==> src/rtl/touch_tft_pkg.sv <==
package touch_tft_pkg;

	// panel geometry in pixel clocks and lines
	localparam int H_ACTIVE = 480;
	localparam int H_BLANK  = 45;
	localparam int H_TOTAL  = H_ACTIVE + H_BLANK;
	localparam int V_ACTIVE = 272;
	localparam int V_BLANK  = 16;
	localparam int V_TOTAL  = V_ACTIVE + V_BLANK;

	// touch link
	localparam int COORD_W       = 12;
	localparam int TOUCH_CLK_DIV = 8;
	// start bit, channel select, 12 bit, differential, power down between conversions
	localparam logic [7:0] CMD_X = 8'hD0;
	localparam logic [7:0] CMD_Y = 8'h90;
	localparam logic [7:0] CMD_Z = 8'hB0;

	typedef logic [9:0] px_t;
	typedef logic [8:0] py_t;

	typedef struct packed {
		logic [7:0] red;
		logic [7:0] green;
		logic [7:0] blue;
	} rgb_t;

	// apb register offsets
	localparam logic [7:0] REG_CTRL      = 8'h00;
	localparam logic [7:0] REG_BACKLIGHT = 8'h04;
	localparam logic [7:0] REG_CURSOR    = 8'h08;
	localparam logic [7:0] REG_BG        = 8'h0C;
	localparam logic [7:0] REG_THRESH    = 8'h10;
	localparam logic [7:0] REG_STATUS    = 8'h14;

	// register reset values
	localparam logic               RST_DISPLAY_EN = 1'b1;
	localparam logic [7:0]         RST_DUTY       = 8'h80;
	localparam rgb_t               RST_CURSOR     = 24'hFFFFFF;
	localparam rgb_t               RST_BG         = 24'h000000;
	localparam logic [COORD_W-1:0] RST_THRESH     = 12'd512;

endpackage

==> src/rtl/touch_sample_if.sv <==
interface touch_sample_if;

	// one pulse per completed x/y/z triple
	logic valid;
	// held from valid until the next valid
	logic [touch_tft_pkg::COORD_W-1:0] x;
	logic [touch_tft_pkg::COORD_W-1:0] y;
	logic [touch_tft_pkg::COORD_W-1:0] z;

	// touch controller side
	modport src (
		output valid, x, y, z
	);

	// compositor and register side, always ready
	modport sink (
		input valid, x, y, z
	);

endinterface

==> src/rtl/touchpad_controller.sv <==
module touchpad_controller (
	input  logic cclk,
	input  logic reset,
	input  logic touch_busy,
	input  logic touch_data_out,
	output logic touch_clk,
	output logic touch_csb,
	output logic touch_data_in,
	touch_sample_if.src sample
);

	localparam int CW = touch_tft_pkg::COORD_W;

	typedef enum logic [2:0] {
		ST_IDLE,
		ST_CMD,
		ST_WAIT,
		ST_READ,
		ST_PAD
	} state_t;

	state_t state;
	logic [$clog2(touch_tft_pkg::TOUCH_CLK_DIV)-1:0] div_cnt;
	logic [3:0] cnt;
	logic [1:0] conv;
	logic [7:0] cmd_sr;
	logic [CW-1:0] data_sr;
	logic [CW-1:0] x_acc;
	logic [CW-1:0] y_acc;
	logic [7:0] cmd_byte;
	logic [CW-1:0] word;
	logic tick, rise, fall;
	logic start_conv, cmd_fall, sample_bit, read_done;

	// touch_clk edges, one cclk ahead of the toggle
	assign tick = (div_cnt == ($bits(div_cnt))'(touch_tft_pkg::TOUCH_CLK_DIV - 1));
	assign rise = tick && !touch_clk;
	assign fall = tick && touch_clk;

	// conversion order x, y, z
	always_comb begin
		case (conv)
			2'd0: cmd_byte = touch_tft_pkg::CMD_X;
			2'd1: cmd_byte = touch_tft_pkg::CMD_Y;
			default: cmd_byte = touch_tft_pkg::CMD_Z;
		endcase
	end

	// csb gap of two periods done
	assign start_conv = (state == ST_IDLE) && fall && (cnt == 4'd1);
	assign cmd_fall   = (state == ST_CMD) && fall;
	// first data bit comes with busy low
	assign sample_bit = ((state == ST_WAIT) && rise && !touch_busy) ||
		((state == ST_READ) && rise);
	assign read_done  = (state == ST_READ) && rise && (cnt == 4'(CW - 1));
	assign word       = {data_sr[CW-2:0], touch_data_out};

	always_ff @(posedge cclk) begin
		if (reset) begin
			div_cnt <= '0;
			touch_clk <= 1'b1;
			touch_csb <= 1'b1;
			touch_data_in <= 1'b0;
			state <= ST_IDLE;
			cnt <= '0;
			conv <= '0;
			sample.valid <= 1'b0;
		end else begin
			div_cnt <= tick ? '0 : div_cnt + 1'b1;
			if (tick)
				touch_clk <= ~touch_clk;
			sample.valid <= read_done && (conv == 2'd2);
			case (state)
				ST_IDLE: begin
					if (start_conv) begin
						state <= ST_CMD;
						touch_csb <= 1'b0;
						touch_data_in <= cmd_byte[7];
						cnt <= '0;
					end else if (fall) begin
						cnt <= cnt + 1'b1;
					end
				end
				ST_CMD: begin
					// msb first, changes on falling edge
					if (cmd_fall) begin
						if (cnt == 4'd7) begin
							state <= ST_WAIT;
							touch_data_in <= 1'b0;
						end else begin
							touch_data_in <= cmd_sr[6];
							cnt <= cnt + 1'b1;
						end
					end
				end
				ST_WAIT: begin
					if (sample_bit) begin
						state <= ST_READ;
						cnt <= 4'd1;
					end
				end
				ST_READ: begin
					if (read_done) begin
						state <= ST_PAD;
						cnt <= '0;
						conv <= (conv == 2'd2) ? 2'd0 : conv + 1'b1;
					end else if (rise) begin
						cnt <= cnt + 1'b1;
					end
				end
				ST_PAD: begin
					// four padding clocks then release csb
					if (fall) begin
						if (cnt == 4'd4) begin
							state <= ST_IDLE;
							touch_csb <= 1'b1;
							cnt <= '0;
						end else begin
							cnt <= cnt + 1'b1;
						end
					end
				end
				default: state <= ST_IDLE;
			endcase
		end
	end

	// shift registers and results
	always_ff @(posedge cclk) begin
		if (start_conv)
			cmd_sr <= cmd_byte;
		else if (cmd_fall)
			cmd_sr <= {cmd_sr[6:0], 1'b0};
		if (sample_bit)
			data_sr <= word;
		if (read_done) begin
			case (conv)
				2'd0: x_acc <= word;
				2'd1: y_acc <= word;
				default: begin
					// publish the whole triple together
					sample.x <= x_acc;
					sample.y <= y_acc;
					sample.z <= word;
				end
			endcase
		end
	end

endmodule

==> src/rtl/tft_timing.sv <==
module tft_timing (
	input  logic cclk,
	input  logic reset,
	input  logic display_en,
	output touch_tft_pkg::px_t x,
	output touch_tft_pkg::py_t y,
	output logic active,
	output logic new_frame
);

	touch_tft_pkg::px_t h_cnt;
	touch_tft_pkg::py_t v_cnt;
	logic h_last;
	logic v_last;
	logic h_vis;
	logic v_vis;

	// end of line and end of frame
	assign h_last = (h_cnt == touch_tft_pkg::px_t'(touch_tft_pkg::H_TOTAL - 1));
	assign v_last = (v_cnt == touch_tft_pkg::py_t'(touch_tft_pkg::V_TOTAL - 1));

	// column counter, one pixel per cclk
	always_ff @(posedge cclk) begin
		if (reset) begin
			h_cnt <= '0;
		end else if (h_last) begin
			h_cnt <= '0;
		end else begin
			h_cnt <= h_cnt + 1'b1;
		end
	end

	// line counter steps at end of each line
	always_ff @(posedge cclk) begin
		if (reset) begin
			v_cnt <= '0;
		end else if (h_last) begin
			if (v_last)
				v_cnt <= '0;
			else
				v_cnt <= v_cnt + 1'b1;
		end
	end

	// visible window
	assign h_vis = (h_cnt < touch_tft_pkg::px_t'(touch_tft_pkg::H_ACTIVE));
	assign v_vis = (v_cnt < touch_tft_pkg::py_t'(touch_tft_pkg::V_ACTIVE));

	// counters keep running when disabled so frames stay aligned
	assign active = h_vis && v_vis && display_en;

	// top left pixel
	assign new_frame = (h_cnt == '0) && (v_cnt == '0);

	assign x = h_cnt;
	assign y = v_cnt;

endmodule

==> src/rtl/cursor_compositor.sv <==
module cursor_compositor (
	input  logic cclk,
	input  logic reset,
	input  touch_tft_pkg::px_t x,
	input  touch_tft_pkg::py_t y,
	input  logic active,
	input  logic new_frame,
	touch_sample_if.sink sample,
	input  logic [touch_tft_pkg::COORD_W-1:0] threshold,
	input  touch_tft_pkg::rgb_t cursor_color,
	input  touch_tft_pkg::rgb_t bg_color,
	output logic tft_data_ena,
	output logic [7:0] tft_red,
	output logic [7:0] tft_green,
	output logic [7:0] tft_blue
);

	localparam int CW = touch_tft_pkg::COORD_W;

	logic have_sample;
	logic [CW-1:0] lx, ly, lz;
	logic touched;
	touch_tft_pkg::px_t scaled_x;
	touch_tft_pkg::py_t scaled_y;
	touch_tft_pkg::px_t cur_x, cur_x_nxt;
	touch_tft_pkg::py_t cur_y, cur_y_nxt;
	logic on_cursor;
	touch_tft_pkg::rgb_t pix;

	// newest sample from the touch controller
	always_ff @(posedge cclk) begin
		if (reset)
			have_sample <= 1'b0;
		else if (sample.valid)
			have_sample <= 1'b1;
	end

	always_ff @(posedge cclk) begin
		if (sample.valid) begin
			lx <= sample.x;
			ly <= sample.y;
			lz <= sample.z;
		end
	end

	// pressure check
	assign touched = have_sample && (lz >= threshold);

	// raw to panel coordinates, x clamped to last column
	always_comb begin
		scaled_x = touch_tft_pkg::px_t'(lx >> 2);
		if (scaled_x > touch_tft_pkg::px_t'(touch_tft_pkg::H_ACTIVE - 1))
			scaled_x = touch_tft_pkg::px_t'(touch_tft_pkg::H_ACTIVE - 1);
		scaled_y = touch_tft_pkg::py_t'(ly >> 4);
	end

	// bypass so the new position already applies to pixel 0,0
	assign cur_x_nxt = (new_frame && touched) ? scaled_x : cur_x;
	assign cur_y_nxt = (new_frame && touched) ? scaled_y : cur_y;

	always_ff @(posedge cclk) begin
		if (reset) begin
			cur_x <= '0;
			cur_y <= '0;
		end else begin
			cur_x <= cur_x_nxt;
			cur_y <= cur_y_nxt;
		end
	end

	// crosshair is the full cursor column plus the full cursor row
	assign on_cursor = (x == cur_x_nxt) || (y == cur_y_nxt);
	assign pix = on_cursor ? cursor_color : bg_color;

	// one cycle pixel pipeline, black outside the active area
	always_ff @(posedge cclk) begin
		if (reset) begin
			tft_data_ena <= 1'b0;
			tft_red <= '0;
			tft_green <= '0;
			tft_blue <= '0;
		end else begin
			tft_data_ena <= active;
			tft_red <= active ? pix.red : 8'h00;
			tft_green <= active ? pix.green : 8'h00;
			tft_blue <= active ? pix.blue : 8'h00;
		end
	end

endmodule

==> src/rtl/tft_ctrl_regs.sv <==
module tft_ctrl_regs (
	input  logic cclk,
	input  logic reset,
	input  logic psel,
	input  logic penable,
	input  logic pwrite,
	input  logic [7:0] paddr,
	input  logic [31:0] pwdata,
	output logic [31:0] prdata,
	output logic pready,
	output logic pslverr,
	touch_sample_if.sink sample,
	output logic display_en,
	output touch_tft_pkg::rgb_t cursor_color,
	output touch_tft_pkg::rgb_t bg_color,
	output logic [touch_tft_pkg::COORD_W-1:0] threshold,
	output logic tft_backlight
);

	localparam int CW = touch_tft_pkg::COORD_W;

	logic [7:0] duty;
	logic sample_seen;
	logic [CW-1:0] last_x, last_y;
	logic [7:0] pwm_cnt;
	logic mapped;
	logic wr_en;

	// access phase only, no wait states
	assign pready = 1'b1;
	assign wr_en = psel && penable && pwrite && mapped;
	assign pslverr = psel && penable && !mapped;

	// read mux and address decode
	always_comb begin
		mapped = 1'b1;
		prdata = '0;
		case (paddr)
			touch_tft_pkg::REG_CTRL:      prdata = 32'(display_en);
			touch_tft_pkg::REG_BACKLIGHT: prdata = 32'(duty);
			touch_tft_pkg::REG_CURSOR:    prdata = 32'(cursor_color);
			touch_tft_pkg::REG_BG:        prdata = 32'(bg_color);
			touch_tft_pkg::REG_THRESH:    prdata = 32'(threshold);
			touch_tft_pkg::REG_STATUS:    prdata = {7'b0, sample_seen, last_x, last_y};
			default:                      mapped = 1'b0;
		endcase
	end

	// config registers, status writes dropped silently
	always_ff @(posedge cclk) begin
		if (reset) begin
			display_en <= touch_tft_pkg::RST_DISPLAY_EN;
			duty <= touch_tft_pkg::RST_DUTY;
			cursor_color <= touch_tft_pkg::RST_CURSOR;
			bg_color <= touch_tft_pkg::RST_BG;
			threshold <= touch_tft_pkg::RST_THRESH;
		end else if (wr_en) begin
			case (paddr)
				touch_tft_pkg::REG_CTRL:      display_en <= pwdata[0];
				touch_tft_pkg::REG_BACKLIGHT: duty <= pwdata[7:0];
				touch_tft_pkg::REG_CURSOR:    cursor_color <= pwdata[23:0];
				touch_tft_pkg::REG_BG:        bg_color <= pwdata[23:0];
				touch_tft_pkg::REG_THRESH:    threshold <= pwdata[CW-1:0];
				default: ;
			endcase
		end
	end

	// last touch sample
	always_ff @(posedge cclk) begin
		if (reset) begin
			sample_seen <= 1'b0;
			last_x <= '0;
			last_y <= '0;
		end else if (sample.valid) begin
			sample_seen <= 1'b1;
			last_x <= sample.x;
			last_y <= sample.y;
		end
	end

	// backlight pwm, 256 cclk period
	always_ff @(posedge cclk) begin
		if (reset) begin
			pwm_cnt <= '0;
			tft_backlight <= 1'b0;
		end else begin
			pwm_cnt <= pwm_cnt + 1'b1;
			tft_backlight <= (pwm_cnt < duty);
		end
	end

endmodule

==> src/rtl/touch_tft_top.sv <==
module touch_tft_top (
	input  logic cclk,
	input  logic reset,
	// apb
	input  logic psel,
	input  logic penable,
	input  logic pwrite,
	input  logic [7:0] paddr,
	input  logic [31:0] pwdata,
	output logic [31:0] prdata,
	output logic pready,
	output logic pslverr,
	// touch device
	input  logic touch_busy,
	input  logic touch_data_out,
	output logic touch_clk,
	output logic touch_csb,
	output logic touch_data_in,
	// panel
	output logic tft_backlight,
	output logic tft_display,
	output logic tft_vdd,
	output logic tft_data_ena,
	output logic [7:0] tft_red,
	output logic [7:0] tft_green,
	output logic [7:0] tft_blue
);

	touch_sample_if touch_sample ();

	touch_tft_pkg::px_t tft_x;
	touch_tft_pkg::py_t tft_y;
	logic tft_active;
	logic tft_new_frame;
	logic display_en;
	touch_tft_pkg::rgb_t cursor_color;
	touch_tft_pkg::rgb_t bg_color;
	logic [touch_tft_pkg::COORD_W-1:0] threshold;

	// panel power follows the display enable
	assign tft_display = display_en;
	assign tft_vdd = display_en;

	touchpad_controller u_touch (
		.cclk(cclk),
		.reset(reset),
		.touch_busy(touch_busy),
		.touch_data_out(touch_data_out),
		.touch_clk(touch_clk),
		.touch_csb(touch_csb),
		.touch_data_in(touch_data_in),
		.sample(touch_sample.src)
	);

	tft_timing u_timing (
		.cclk(cclk),
		.reset(reset),
		.display_en(display_en),
		.x(tft_x),
		.y(tft_y),
		.active(tft_active),
		.new_frame(tft_new_frame)
	);

	cursor_compositor u_comp (
		.cclk(cclk),
		.reset(reset),
		.x(tft_x),
		.y(tft_y),
		.active(tft_active),
		.new_frame(tft_new_frame),
		.sample(touch_sample.sink),
		.threshold(threshold),
		.cursor_color(cursor_color),
		.bg_color(bg_color),
		.tft_data_ena(tft_data_ena),
		.tft_red(tft_red),
		.tft_green(tft_green),
		.tft_blue(tft_blue)
	);

	tft_ctrl_regs u_regs (
		.cclk(cclk),
		.reset(reset),
		.psel(psel),
		.penable(penable),
		.pwrite(pwrite),
		.paddr(paddr),
		.pwdata(pwdata),
		.prdata(prdata),
		.pready(pready),
		.pslverr(pslverr),
		.sample(touch_sample.sink),
		.display_en(display_en),
		.cursor_color(cursor_color),
		.bg_color(bg_color),
		.threshold(threshold),
		.tft_backlight(tft_backlight)
	);

endmodule

==> config.mk <==
export PLATFORM = sky130hd
export DESIGN_NAME = touch_tft_top
export DESIGN_NICKNAME = d
export VERILOG_FILES = /design/src/rtl/touch_tft_pkg.sv /design/src/rtl/touch_sample_if.sv /design/src/rtl/touchpad_controller.sv /design/src/rtl/tft_timing.sv /design/src/rtl/cursor_compositor.sv /design/src/rtl/tft_ctrl_regs.sv /design/src/rtl/touch_tft_top.sv
export SDC_FILE = /design/constraint.sdc
export NUM_CORES = 1
export LEC_CHECK = 0
export BUFFER_PORTS_ARGS = -buffer_cell sky130_fd_sc_hd__buf_2
export CORE_AREA = 2 2 204 206
export CTS_CLUSTER_DIAMETER = 100
export DETAILED_ROUTE_END_ITERATION = 16
export DIE_AREA = 0 0 206 208
export HOLD_SLACK_MARGIN = 0.08
export MAX_ROUTING_LAYER = met4
export PLACE_DENSITY = 0.45
export SYNTH_ARGS = -nofsm -noshare
export SYNTH_HDL_FRONTEND = slang
export SYNTH_SLANG_ARGS = --single-unit
==> constraint.sdc <==
create_clock -name cclk -period 3.3 [get_ports cclk]
set_input_delay 0.165 -clock cclk [delete_from_list [all_inputs] [get_ports cclk]]
set_output_delay 0.165 -clock cclk [all_outputs]
set_load 0.005 [all_outputs]
==> results of run 1 <==
[worst min path at each step]
stage                        start                       to  slack (ns)  cells after the start
CTS                          reset          u_comp.cur_x[5]        0.13                      2
finish                       reset          u_comp.cur_x[5]        0.14                      2
detailed placement      pwdata[18]  u_regs.cursor_color[18]        0.39                      2
global placement        pwdata[17]  u_regs.cursor_color[17]        0.40                      2
global route                 reset       u_regs.sample_seen        0.16                      2
floorplan           touch_data_out       u_touch.data_sr[0]        0.26                      0
[kinds of logic after synthesis]
group / after synthesis
buf+inv: 126
simple gates: 405
xor+xnor: 36
mux: 52
other cells: 2
compound gates: 228
fa+ha+maj: 29
flops: 286
[through the flow]
stage / setup WS, ns / util
floorplan: 0.0891 / -
global placement: 0.537 / 0.322
detailed placement: 0.510 / 0.322
CTS: 0.497 / 0.360
global route: 0.256 / 0.360
finish: 0.495 / 0.360
[worst register-to-register path, cell delays in order, from the launching register on]
cell and delay, ns:
sky130_fd_sc_hd__edfxtp_1 0.47, sky130_fd_sc_hd__nand4_2 0.16, sky130_fd_sc_hd__mux2_4 0.31, sky130_fd_sc_hd__or4_4 0.55, sky130_fd_sc_hd__nor4_2 0.33, sky130_fd_sc_hd__o31ai_1 0.15, sky130_fd_sc_hd__o32ai_4 0.26, sky130_fd_sc_hd__buf_12 0.27
sky130_fd_sc_hd__nand3_1 0.13, sky130_fd_sc_hd__o21ai_0 0.10
[per-layer routing]
| layer | GRT usage | up-vias | part of all wire |
|---|---|---|---|
| li1 | - | 4351 | - |
| met1 | 0.210 | 4161 | 0.49 |
| met2 | 0.233 | 190 | 0.45 |
| met3 | 0.0213 | 40 | 0.043 |
| met4 | 0.0433 | 0 | 0.019 |
| met5 | - | - | 0 |
[final cells by class]
cell class / count / area, sq um
Multi-Input combinational cell: 758 / 4750
Timing Repair Buffer: 147 / 968
Fill cell: 4077 / 26000
Clock buffer: 39 / 933
Inverter: 43 / 161
Clock inverter: 23 / 353
Tap cell: 532 / 666
Sequential cell: 286 / 6770
[synth_stat cells, types with 12 or more instances]
master	n	area share
sky130_fd_sc_hd__dfxtp_1	182	0.30
sky130_fd_sc_hd__nand2_1	128	0.040
sky130_fd_sc_hd__nor2_1	113	0.035
sky130_fd_sc_hd__edfxtp_1	104	0.26
sky130_fd_sc_hd__a21oi_1	60	0.025
sky130_fd_sc_hd__clkbuf_1	60	0.019
sky130_fd_sc_hd__nand3_1	57	0.024
sky130_fd_sc_hd__mux2i_1	50	0.042
sky130_fd_sc_hd__inv_1	43	0.013
sky130_fd_sc_hd__a22o_1	31	0.023
sky130_fd_sc_hd__ha_1	29	0.030
sky130_fd_sc_hd__a211o_1	28	0.020
sky130_fd_sc_hd__nor2b_1	28	0.015
sky130_fd_sc_hd__o21ai_0	26	0.011
sky130_fd_sc_hd__xor2_1	24	0.017
sky130_fd_sc_hd__o21ai_1	16	0.0067
sky130_fd_sc_hd__a211oi_1	14	0.0087
sky130_fd_sc_hd__nor3_1	14	0.0058
sky130_fd_sc_hd__xnor2_1	12	0.0087
[power by group through the flow]
stage / Sequential, uW / Combinational [uW] / Clock [uW]
3_5_place_dp: 3750 / 211 / 0
4_1_cts: 3670 / 236 / 4390
5_1_grt: 3670 / 260 / 4520
2_1_floorplan: 3750 / 123 / 0
6_report: 3670 / 234 / 4270
3_3_place_gp: 3750 / 211 / 0
[sequential cells by signal (all words and copies together), names as in the netlist, 11 cells and up]
| register | flops |
|---|---|
| u_regs.threshold | 12 |
| u_regs.last_y | 12 |
| u_touch.sample.x | 12 |
| u_regs.cursor_color | 24 |
| u_regs.bg_color | 24 |
| u_touch.sample.z | 12 |
| u_regs.last_x | 12 |
| u_touch.y_acc | 12 |
| u_touch.x_acc | 12 |
| u_touch.data_sr | 11 |
| u_comp.lz | 12 |
| u_touch.sample.y | 12 |
[cell usage in the layout (no fill, tap or decap), types with 26 or more instances in the layout]
cell	Yosys	layout
sky130_fd_sc_hd__mux2i_1	50	50
sky130_fd_sc_hd__ha_1	29	29
sky130_fd_sc_hd__inv_1	43	43
sky130_fd_sc_hd__a22o_1	31	31
sky130_fd_sc_hd__clkbuf_16	0	37
sky130_fd_sc_hd__dfxtp_1	182	181
sky130_fd_sc_hd__nor2_1	113	112
sky130_fd_sc_hd__o21ai_0	26	26
sky130_fd_sc_hd__buf_2	5	94
sky130_fd_sc_hd__nor2b_1	28	28
sky130_fd_sc_hd__a211o_1	28	28
sky130_fd_sc_hd__a21oi_1	60	60
sky130_fd_sc_hd__nand3_1	57	57
sky130_fd_sc_hd__nand2_1	128	128
sky130_fd_sc_hd__edfxtp_1	104	104
[repair_timing]
item / CTS / global route
hold buffers: 25 / 0
setup buffers: 0 / 0
endpoints found under the hold margin: 72 / 0
==> results.md, run 1 <==
GRT:
- The wire length of the first global-routing pass is just under 50000 microns.
- The pin count of the biggest net entering global routing is 94.
- The global-route total usage across every layer is 0.152.
- The number of global-route vias before repair is about 8.5k.
- The number of antenna violations at the first check in global routing is 1.
- For this run the aggregate overflow at the end of global routing stands at 0.

Worst hold path:
- The min-delay analysis places its worst path in the category input pin to flop.

Clock tree:
- Buffers inserted during clock tree synthesis total 34.
- The number of instances resized during post-cts repair is 0.
- Clock tree synthesis selected as its root buffer the cell sky130_fd_sc_hd__clkbuf_16.
- The clock transition time at the flip-flop clock pins of the worst setup and hold paths is roughly 0.060 ns.
- Clock latency on the worst-skew pair, taken at its later pin, is between 0.5 and 0.6 ns.
- In this run the deepest clock path goes through 3 buffers.
- The H-tree was split into 2 levels.
- Counting every sink on the clock net gives around 290.
- TritonCTS built the clock tree.

Critical path:
- The critical path launch point is u_comp.lx[8].
- The path length in cells of the critical path is 9.
- On the critical path, the stage with the largest delay is an instance of sky130_fd_sc_hd__or4_4.
- The critical register-to-register path endpoint is u_comp.tft_red[2].
- The capture point of the worst path is u_comp.tft_red[2].
- The signal on the critical path passes through nand4_2, mux2_4, or4_4, nor4_2, o31ai_1, o32ai_4, buf_12, nand3_1, o21ai_0.
- The sort of element at the end of the critical path is a flop.
- The endpoint required time on the critical path is ~3.7 ns.
- The data arrival time of the critical path is 3.24 ns.
- Together, buffers and inverters on the worst path number 1.
- The worst setup slack for register-to-register paths is around 0.49 ns.
- Of all nets on the critical path, the largest fanout is between 40 and 50.
- The cell family contributing the most delay on the critical path is simple AND/OR/NAND/NOR gates.
- The peak per-stage delay on the critical path is roughly 0.55 ns.
- STA classifies the critical path startpoint as a flop.
- The length in cells of the worst reg-to-reg path is 9.
- The startpoint identified for the worst register-to-register timing path is u_comp.lx[8].
- By startpoint and endpoint, the worst setup path is classified as flop to flop.

Timing:
- The setup TNS after final layout is 0 ns.
- The final count of pins violating max slew is 0.
- The setup clock skew after layout is 0.0180 ns.
- The worst hold slack after final layout is between 0.1 and 0.15 ns.
- Based on the critical path, the design can be clocked at up to between 0.3 and 0.4 GHz.
- The number of hold-slack violations in the final timing report came to 0.
- The number of endpoints failing setup at the final stage is 0.
- Headroom to the max-slew limit came out at 0.254.
- Setup repair after global routing left no endpoint under its margin.
- Dividing the final minimum period by the clock period gives 0.850.
- The slew of the pin with the lowest slew margin is 1.12 ns.
- Counting I/O delays and the setup requirement, the final critical path takes around 2.8 ns.

Power:
- The clock network fraction of total power is 0.522.
- The sum of internal, switching and leakage power is 8180 uW.
- Internal power comes to between 6000 and 7000 uW.
- The switching share of power is 0.205.
- The share of total power in combinational logic is 0.029.
- The power density normalized to cell area is 560 mW/mm^2.
- The share of total power in sequential cells is 0.449.
- IR analysis of the VDD net gives a maximum drop of 0.357 mV.
- The switching power is between 1500 and 2000 uW.
- Summed over all cells, the static leakage comes to about 0.0054 uW.

Synth:
- After synthesis the cells add up to around 0.012 sq mm.
- Of the total synthesized cell area, the portion taken by AND, OR, NAND and NOR gates is 0.158.
- Of the total synthesized cell area, the portion taken by full adders, half adders and majority gates is 0.0302.
- The number of library cell types mapped by synthesis is 70.
- The synthesized-area fraction occupied by ao, oa, aoi and oai cells is 0.131.
- The share of synthesized area occupied by flip-flops and latches is 0.563.
- The main flop type after synthesis is sky130_fd_sc_hd__dfxtp_1.
- Synthesis produced about 1.2k cells.
- The number of synthesized flops with an enable pin is 104.
- Of the total synthesized cell area, the portion taken by XOR and XNOR cells is 0.0262.
- The main combinational cell family by area after synthesis is simple AND/OR/NAND/NOR gates.
- Yosys printed 0 warnings.
- Counting flops with an async set or reset pin after synthesis yields a share of 0.
- Synthesis inferred between 200 and 300 register bits.
- The multiplexer area fraction after synthesis is 0.0448.
- The average footprint of a synthesized cell is between 10 and 15 sq um.

Routing:
- Using the TritonRoute via totals, the vias-per-cell ratio works out to around 4.8.
- In this run, the number of DRC markers left after iteration 0 of detailed routing was 471.
- The number of vias in the routed layout is 8742.
- The antenna violation net count after detailed routing is 0.
- The count of unresolved DRC violations after routing is 0.
- The number of iterations in the first detailed-routing pass is 5.
- The final wirelength is 31800 microns.
- In the final routed layout, each cell accounts on average for about 17 microns.

Die:
- The core area is slightly above 0.04 sq mm.
- The die covers ~0.043 sq mm.
- The floorplan has 74 rows.
- The die extent in y is ~210 microns.
- The top-level port count is 112.
- The die is 206 microns wide.
- For this configuration, the core starts out at a cell density of 0.296.

Final layout:
- The proportion of layout cells with a drive suffix above 1 is 0.152.
- The number of nets at the end of the flow is between 1k and 1.5k.
- The final design instance area without fill is approximately 0.015 sq mm.
- The number of antenna cells inserted is 0.
- After the flow finishes, the layout carries non-filler instances totaling roughly 1.8k.
- Compared with the post-synthesis result, the final layout area differs by 21.5%.

Placed design:
- The total instance count after detailed placement is 1741.
- After detailed placement, the total cell area comes to around 0.013 sq mm.
- The detailed placer's ending HPWL is 21300 microns.
- Buffers placed on the I/O ports in this run total 95.
- At the end of routability-driven placement, the weighted congestion stood at just under 0.8.

Run:
- Across the run, the number of max-cap violations was 0.

Outcome:
- The flow ran to the end, and the final reports show no timing, DRC or antenna violations.
Note: power is estimated with default switching activity, not from simulation.
==> run 2, diff against run 1 <==
--- a/config.mk
+++ b/config.mk
@@ -12,7 +12,7 @@
 export DIE_AREA = 0 0 206 208
 export HOLD_SLACK_MARGIN = 0.08
 export MAX_ROUTING_LAYER = met4
-export PLACE_DENSITY = 0.45
+export PLACE_DENSITY = 0.44
 export SYNTH_ARGS = -nofsm -noshare
 export SYNTH_HDL_FRONTEND = slang
 export SYNTH_SLANG_ARGS = --single-unit
==> constraint.sdc (replaced) <==
create_clock -name cclk -period 3.5 [get_ports cclk]
set_input_delay 0.175 -clock cclk [delete_from_list [all_inputs] [get_ports cclk]]
set_output_delay 0.175 -clock cclk [all_outputs]
set_load 0.005 [all_outputs]
==> results.md, run 2 (synthesis gave the netlist of run 1 again) <==
Clock tree:
- The count of hold buffers inserted by post-cts repair is 25 (unchanged).
- The number of instances resized during post-cts repair is 0 (unchanged).
- The number of levels in the clock H-tree is 2 (unchanged).
- The number of buffers between clock root and the deepest sink came to 3 (unchanged).
- The number of clock sinks is 286 (unchanged).
- The number of CTS-inserted buffers came to 35 (+2.9%).
- The number of post-CTS setup repair buffers came to 0 (unchanged).
- The clock transition time at the flip-flop clock pins of the worst setup and hold paths is 0.06 ns (about the same).
- The source-to-sink clock delay at the later pin of the worst-skew pair came to 0.52 ns (about the same).
- The TritonCTS clock tree is built.
- The CTS root buffer is sky130_fd_sc_hd__clkbuf_16.

Routing:
- The count of unresolved DRC violations after routing is 0 (unchanged).
- The average via count per standard cell was 4.77 (-0.36%).
- The average wire length per cell after detail routing came to 17.5 microns (+0.47%).
- The number of iterations in the first detailed-routing pass is 5 (unchanged).
- The final wirelength was 32000 microns (+0.63%).
- The number of vias in the routed layout came to 8725 (-0.19%).
- The antenna violation net count after detailed routing is 0 (unchanged).
- The number of DRC violations after detailed-routing iteration 0 came to 432 (-8.3%).

GRT:
- The pin count of the biggest net entering global routing is 82 (-13%).
- The wire length of the first global-routing pass is 49900 microns (+1.6%).
- The total congestion overflow came to 0 (unchanged).
- The number of antenna violations at the first check in global routing is 0 (-1).
- The global-route total usage across every layer came to 0.155 (+0.00245).
- The number of global-route vias before repair is 8433 (-0.34%).

Critical path:
- The endpoint required time on the critical path is 3.89 ns (+0.16 ns).
- The buffers plus inverters on the worst setup path is 3 (+2).
- The maximum fanout encountered on the critical timing path is 47 (-2.1%).
- The data arrival time of the critical path came to 3.16 ns (-0.08 ns).
- The cell family contributing the most delay on the critical path is compound AO/OA/AOI/OAI gates.
- The sort of element at the end of the critical path is a flop.
- The length in cells of the worst reg-to-reg path is 12 (+3).
- The path length in cells of the critical path is 12 (+3).
- The worst setup path is launched from a flop.
- The peak per-stage delay on the critical path is 0.37 ns (-0.18 ns).
- The type of the worst setup path is flop to flop.
- Traced cell by cell, the critical path runs through inv_1, ha_1, and4_1, nor3b_1, o31ai_1, buf_4, a2111o_1, o221ai_1, o32ai_4, buf_12, nand3_1, o21ai_0.
- The slowest library cell on the worst path is sky130_fd_sc_hd__dfxtp_1.

Final layout:
- The leading cell type in the layout, fill and taps excluded is sky130_fd_sc_hd__dfxtp_1.
- The area growth from synthesis to layout is 19.9%.
- The proportion of layout cells with a drive suffix above 1 is 0.147 (-0.00497).
- In the final layout, the registers with the most flip-flops are u_regs.bg_color x24, u_regs.cursor_color x24.
- The final-layout fill cell count is 4115 (+0.93%).
- The number of antenna cells inserted is 0 (unchanged).
- The top cell types in the final layout, fill and taps aside, are 181 x sky130_fd_sc_hd__dfxtp_1, 128 x sky130_fd_sc_hd__nand2_1, 112 x sky130_fd_sc_hd__nor2_1.
- The number of nets at the end of the flow was 1348 (+0.15%).

Run:
- The number of max-capacitance violations reported came to 0 (unchanged).

Die:
- The die footprint came to 0.0428 sq mm (unchanged).
- The number of standard-cell rows in the floorplan is 74 (unchanged).
- The die extent in y is 208 microns (unchanged).
- The top-level port count was 112 (unchanged).
- The effective utilization at floorplan is 0.296 (unchanged).
- The core area is 0.0406 sq mm (unchanged).
- The width of the die is 206 microns (unchanged).

Power:
- The power density normalized to cell area is 497 mW/mm^2 (-11%).
- The switching share of power came to 0.221 (+0.0155).
- The worst IR drop on VDD was 0.255 mV (-29%).
- The share of total power in combinational logic is 0.031 (+0.002).
- The cell-internal power is 5580 uW (-14%).
- The switching power came to 1580 uW (-5.8%).
- The reported leakage power is 0.00527 uW (-1.7%).
- The clock network fraction of total power is 0.485 (-0.037).
- The share of total power in sequential cells is 0.484 (+0.035).

Worst hold path:
- The depth of the worst hold-timing path was 2 (unchanged).
- The worst min-delay path class is input pin to flop.

Timing:
- The slew of the pin with the lowest slew margin is 0.980 ns (-0.139 ns).
- The final count of pins violating max slew is 0 (unchanged).
- The fraction of the cycle the final worst path needs is 0.792 (-0.0583).
- The number of hold-slack violations in the final timing report came to 0 (unchanged).
- The clock period minus final worst setup slack is 2.77 ns (-0.0340 ns).
- Setup repair after global routing left no endpoint under its margin.
- The setup clock skew after layout is 0.0112 ns (-0.00677 ns).
- The setup TNS after final layout is 0 ns (unchanged).
- The normalized max-slew margin is 0.347 (+0.0927).
- The top achievable clock speed was 0.361 GHz (+1.2%).
- The number of endpoints failing setup at the final stage is 0 (unchanged).
- The worst path setup slack after routing was 0.729 ns (+0.234 ns).

Placed design:
- The final estimated routing congestion in global placement is 0.774 (-2.1%).
- The placement-stage worst setup slack is 0.699 ns (+0.190 ns).
- The detailed placer's ending HPWL was 21700 microns (+1.5%).
- The port buffer count is 95 (unchanged).

Outcome:
- The run finished with clean final reports.
## run 2: metrics by stage
step           utilization  instance area (sq um)  hold WS [ns]  instances  power [uW]
6_report             0.355                  14400         0.205       1831        7160
3_5_place_dp         0.322                  13100         0.397       1742        3740
5_1_grt              0.355                  14400         0.226       1831        7450
4_1_cts              0.355                  14400         0.196       1831        7280
2_1_floorplan            -                  12000         0.274       1170        3650
3_3_place_gp         0.322                  13100         0.399       1742        3740
## run 2: final timing paths
path                                       endpoint  slack, ns            startpoint
worst max-delay path              u_comp.tft_red[4]       0.73  u_regs.threshold[10]
worst min-delay path             u_regs.sample_seen       0.21                 reset
worst max register to register    u_comp.tft_red[4]       0.73  u_regs.threshold[10]
worst min register to register  u_touch.sample.x[4]       0.42      u_touch.x_acc[4]
## run 2: cell type report
type                            instances  area, sq um  share of cell area
Clock inverter                         23          181              0.0126
Tap cell                              532          666              0.0462
Clock buffer                           41          920              0.0638
Multi-Input combinational cell        758         4750               0.330
Sequential cell                       286         6770               0.470
Timing Repair Buffer                  148          963              0.0669
Inverter                               43          161              0.0112
## run 2: power by group through the flow
stage	clock, uW	sequential, uW	combinational (uW)
detailed placement	0	3540	201
floorplan	0	3530	116
global placement	0	3540	200
global route	3740	3460	246
finish	3480	3460	221
CTS	3590	3460	224
## run 2: worst register-to-register path, stage by stage (launching register included)
cell and delay (ns):
sky130_fd_sc_hd__dfxtp_1 0.37, sky130_fd_sc_hd__inv_1 0.06, sky130_fd_sc_hd__ha_1 0.30, sky130_fd_sc_hd__and4_1 0.25, sky130_fd_sc_hd__nor3b_1 0.28, sky130_fd_sc_hd__o31ai_1 0.12
sky130_fd_sc_hd__buf_4 0.19, sky130_fd_sc_hd__a2111o_1 0.37, sky130_fd_sc_hd__o221ai_1 0.12, sky130_fd_sc_hd__o32ai_4 0.16, sky130_fd_sc_hd__buf_12 0.22, sky130_fd_sc_hd__nand3_1 0.10
sky130_fd_sc_hd__o21ai_0 0.10
## run 2: metal layers
layer,vias to the layer above,share of wire,GRT usage
met4,0,0.018,0.0379
li1,4362,-,-
met2,154,0.44,0.230
met1,4166,0.50,0.219
met5,-,0,-
met3,43,0.038,0.0241
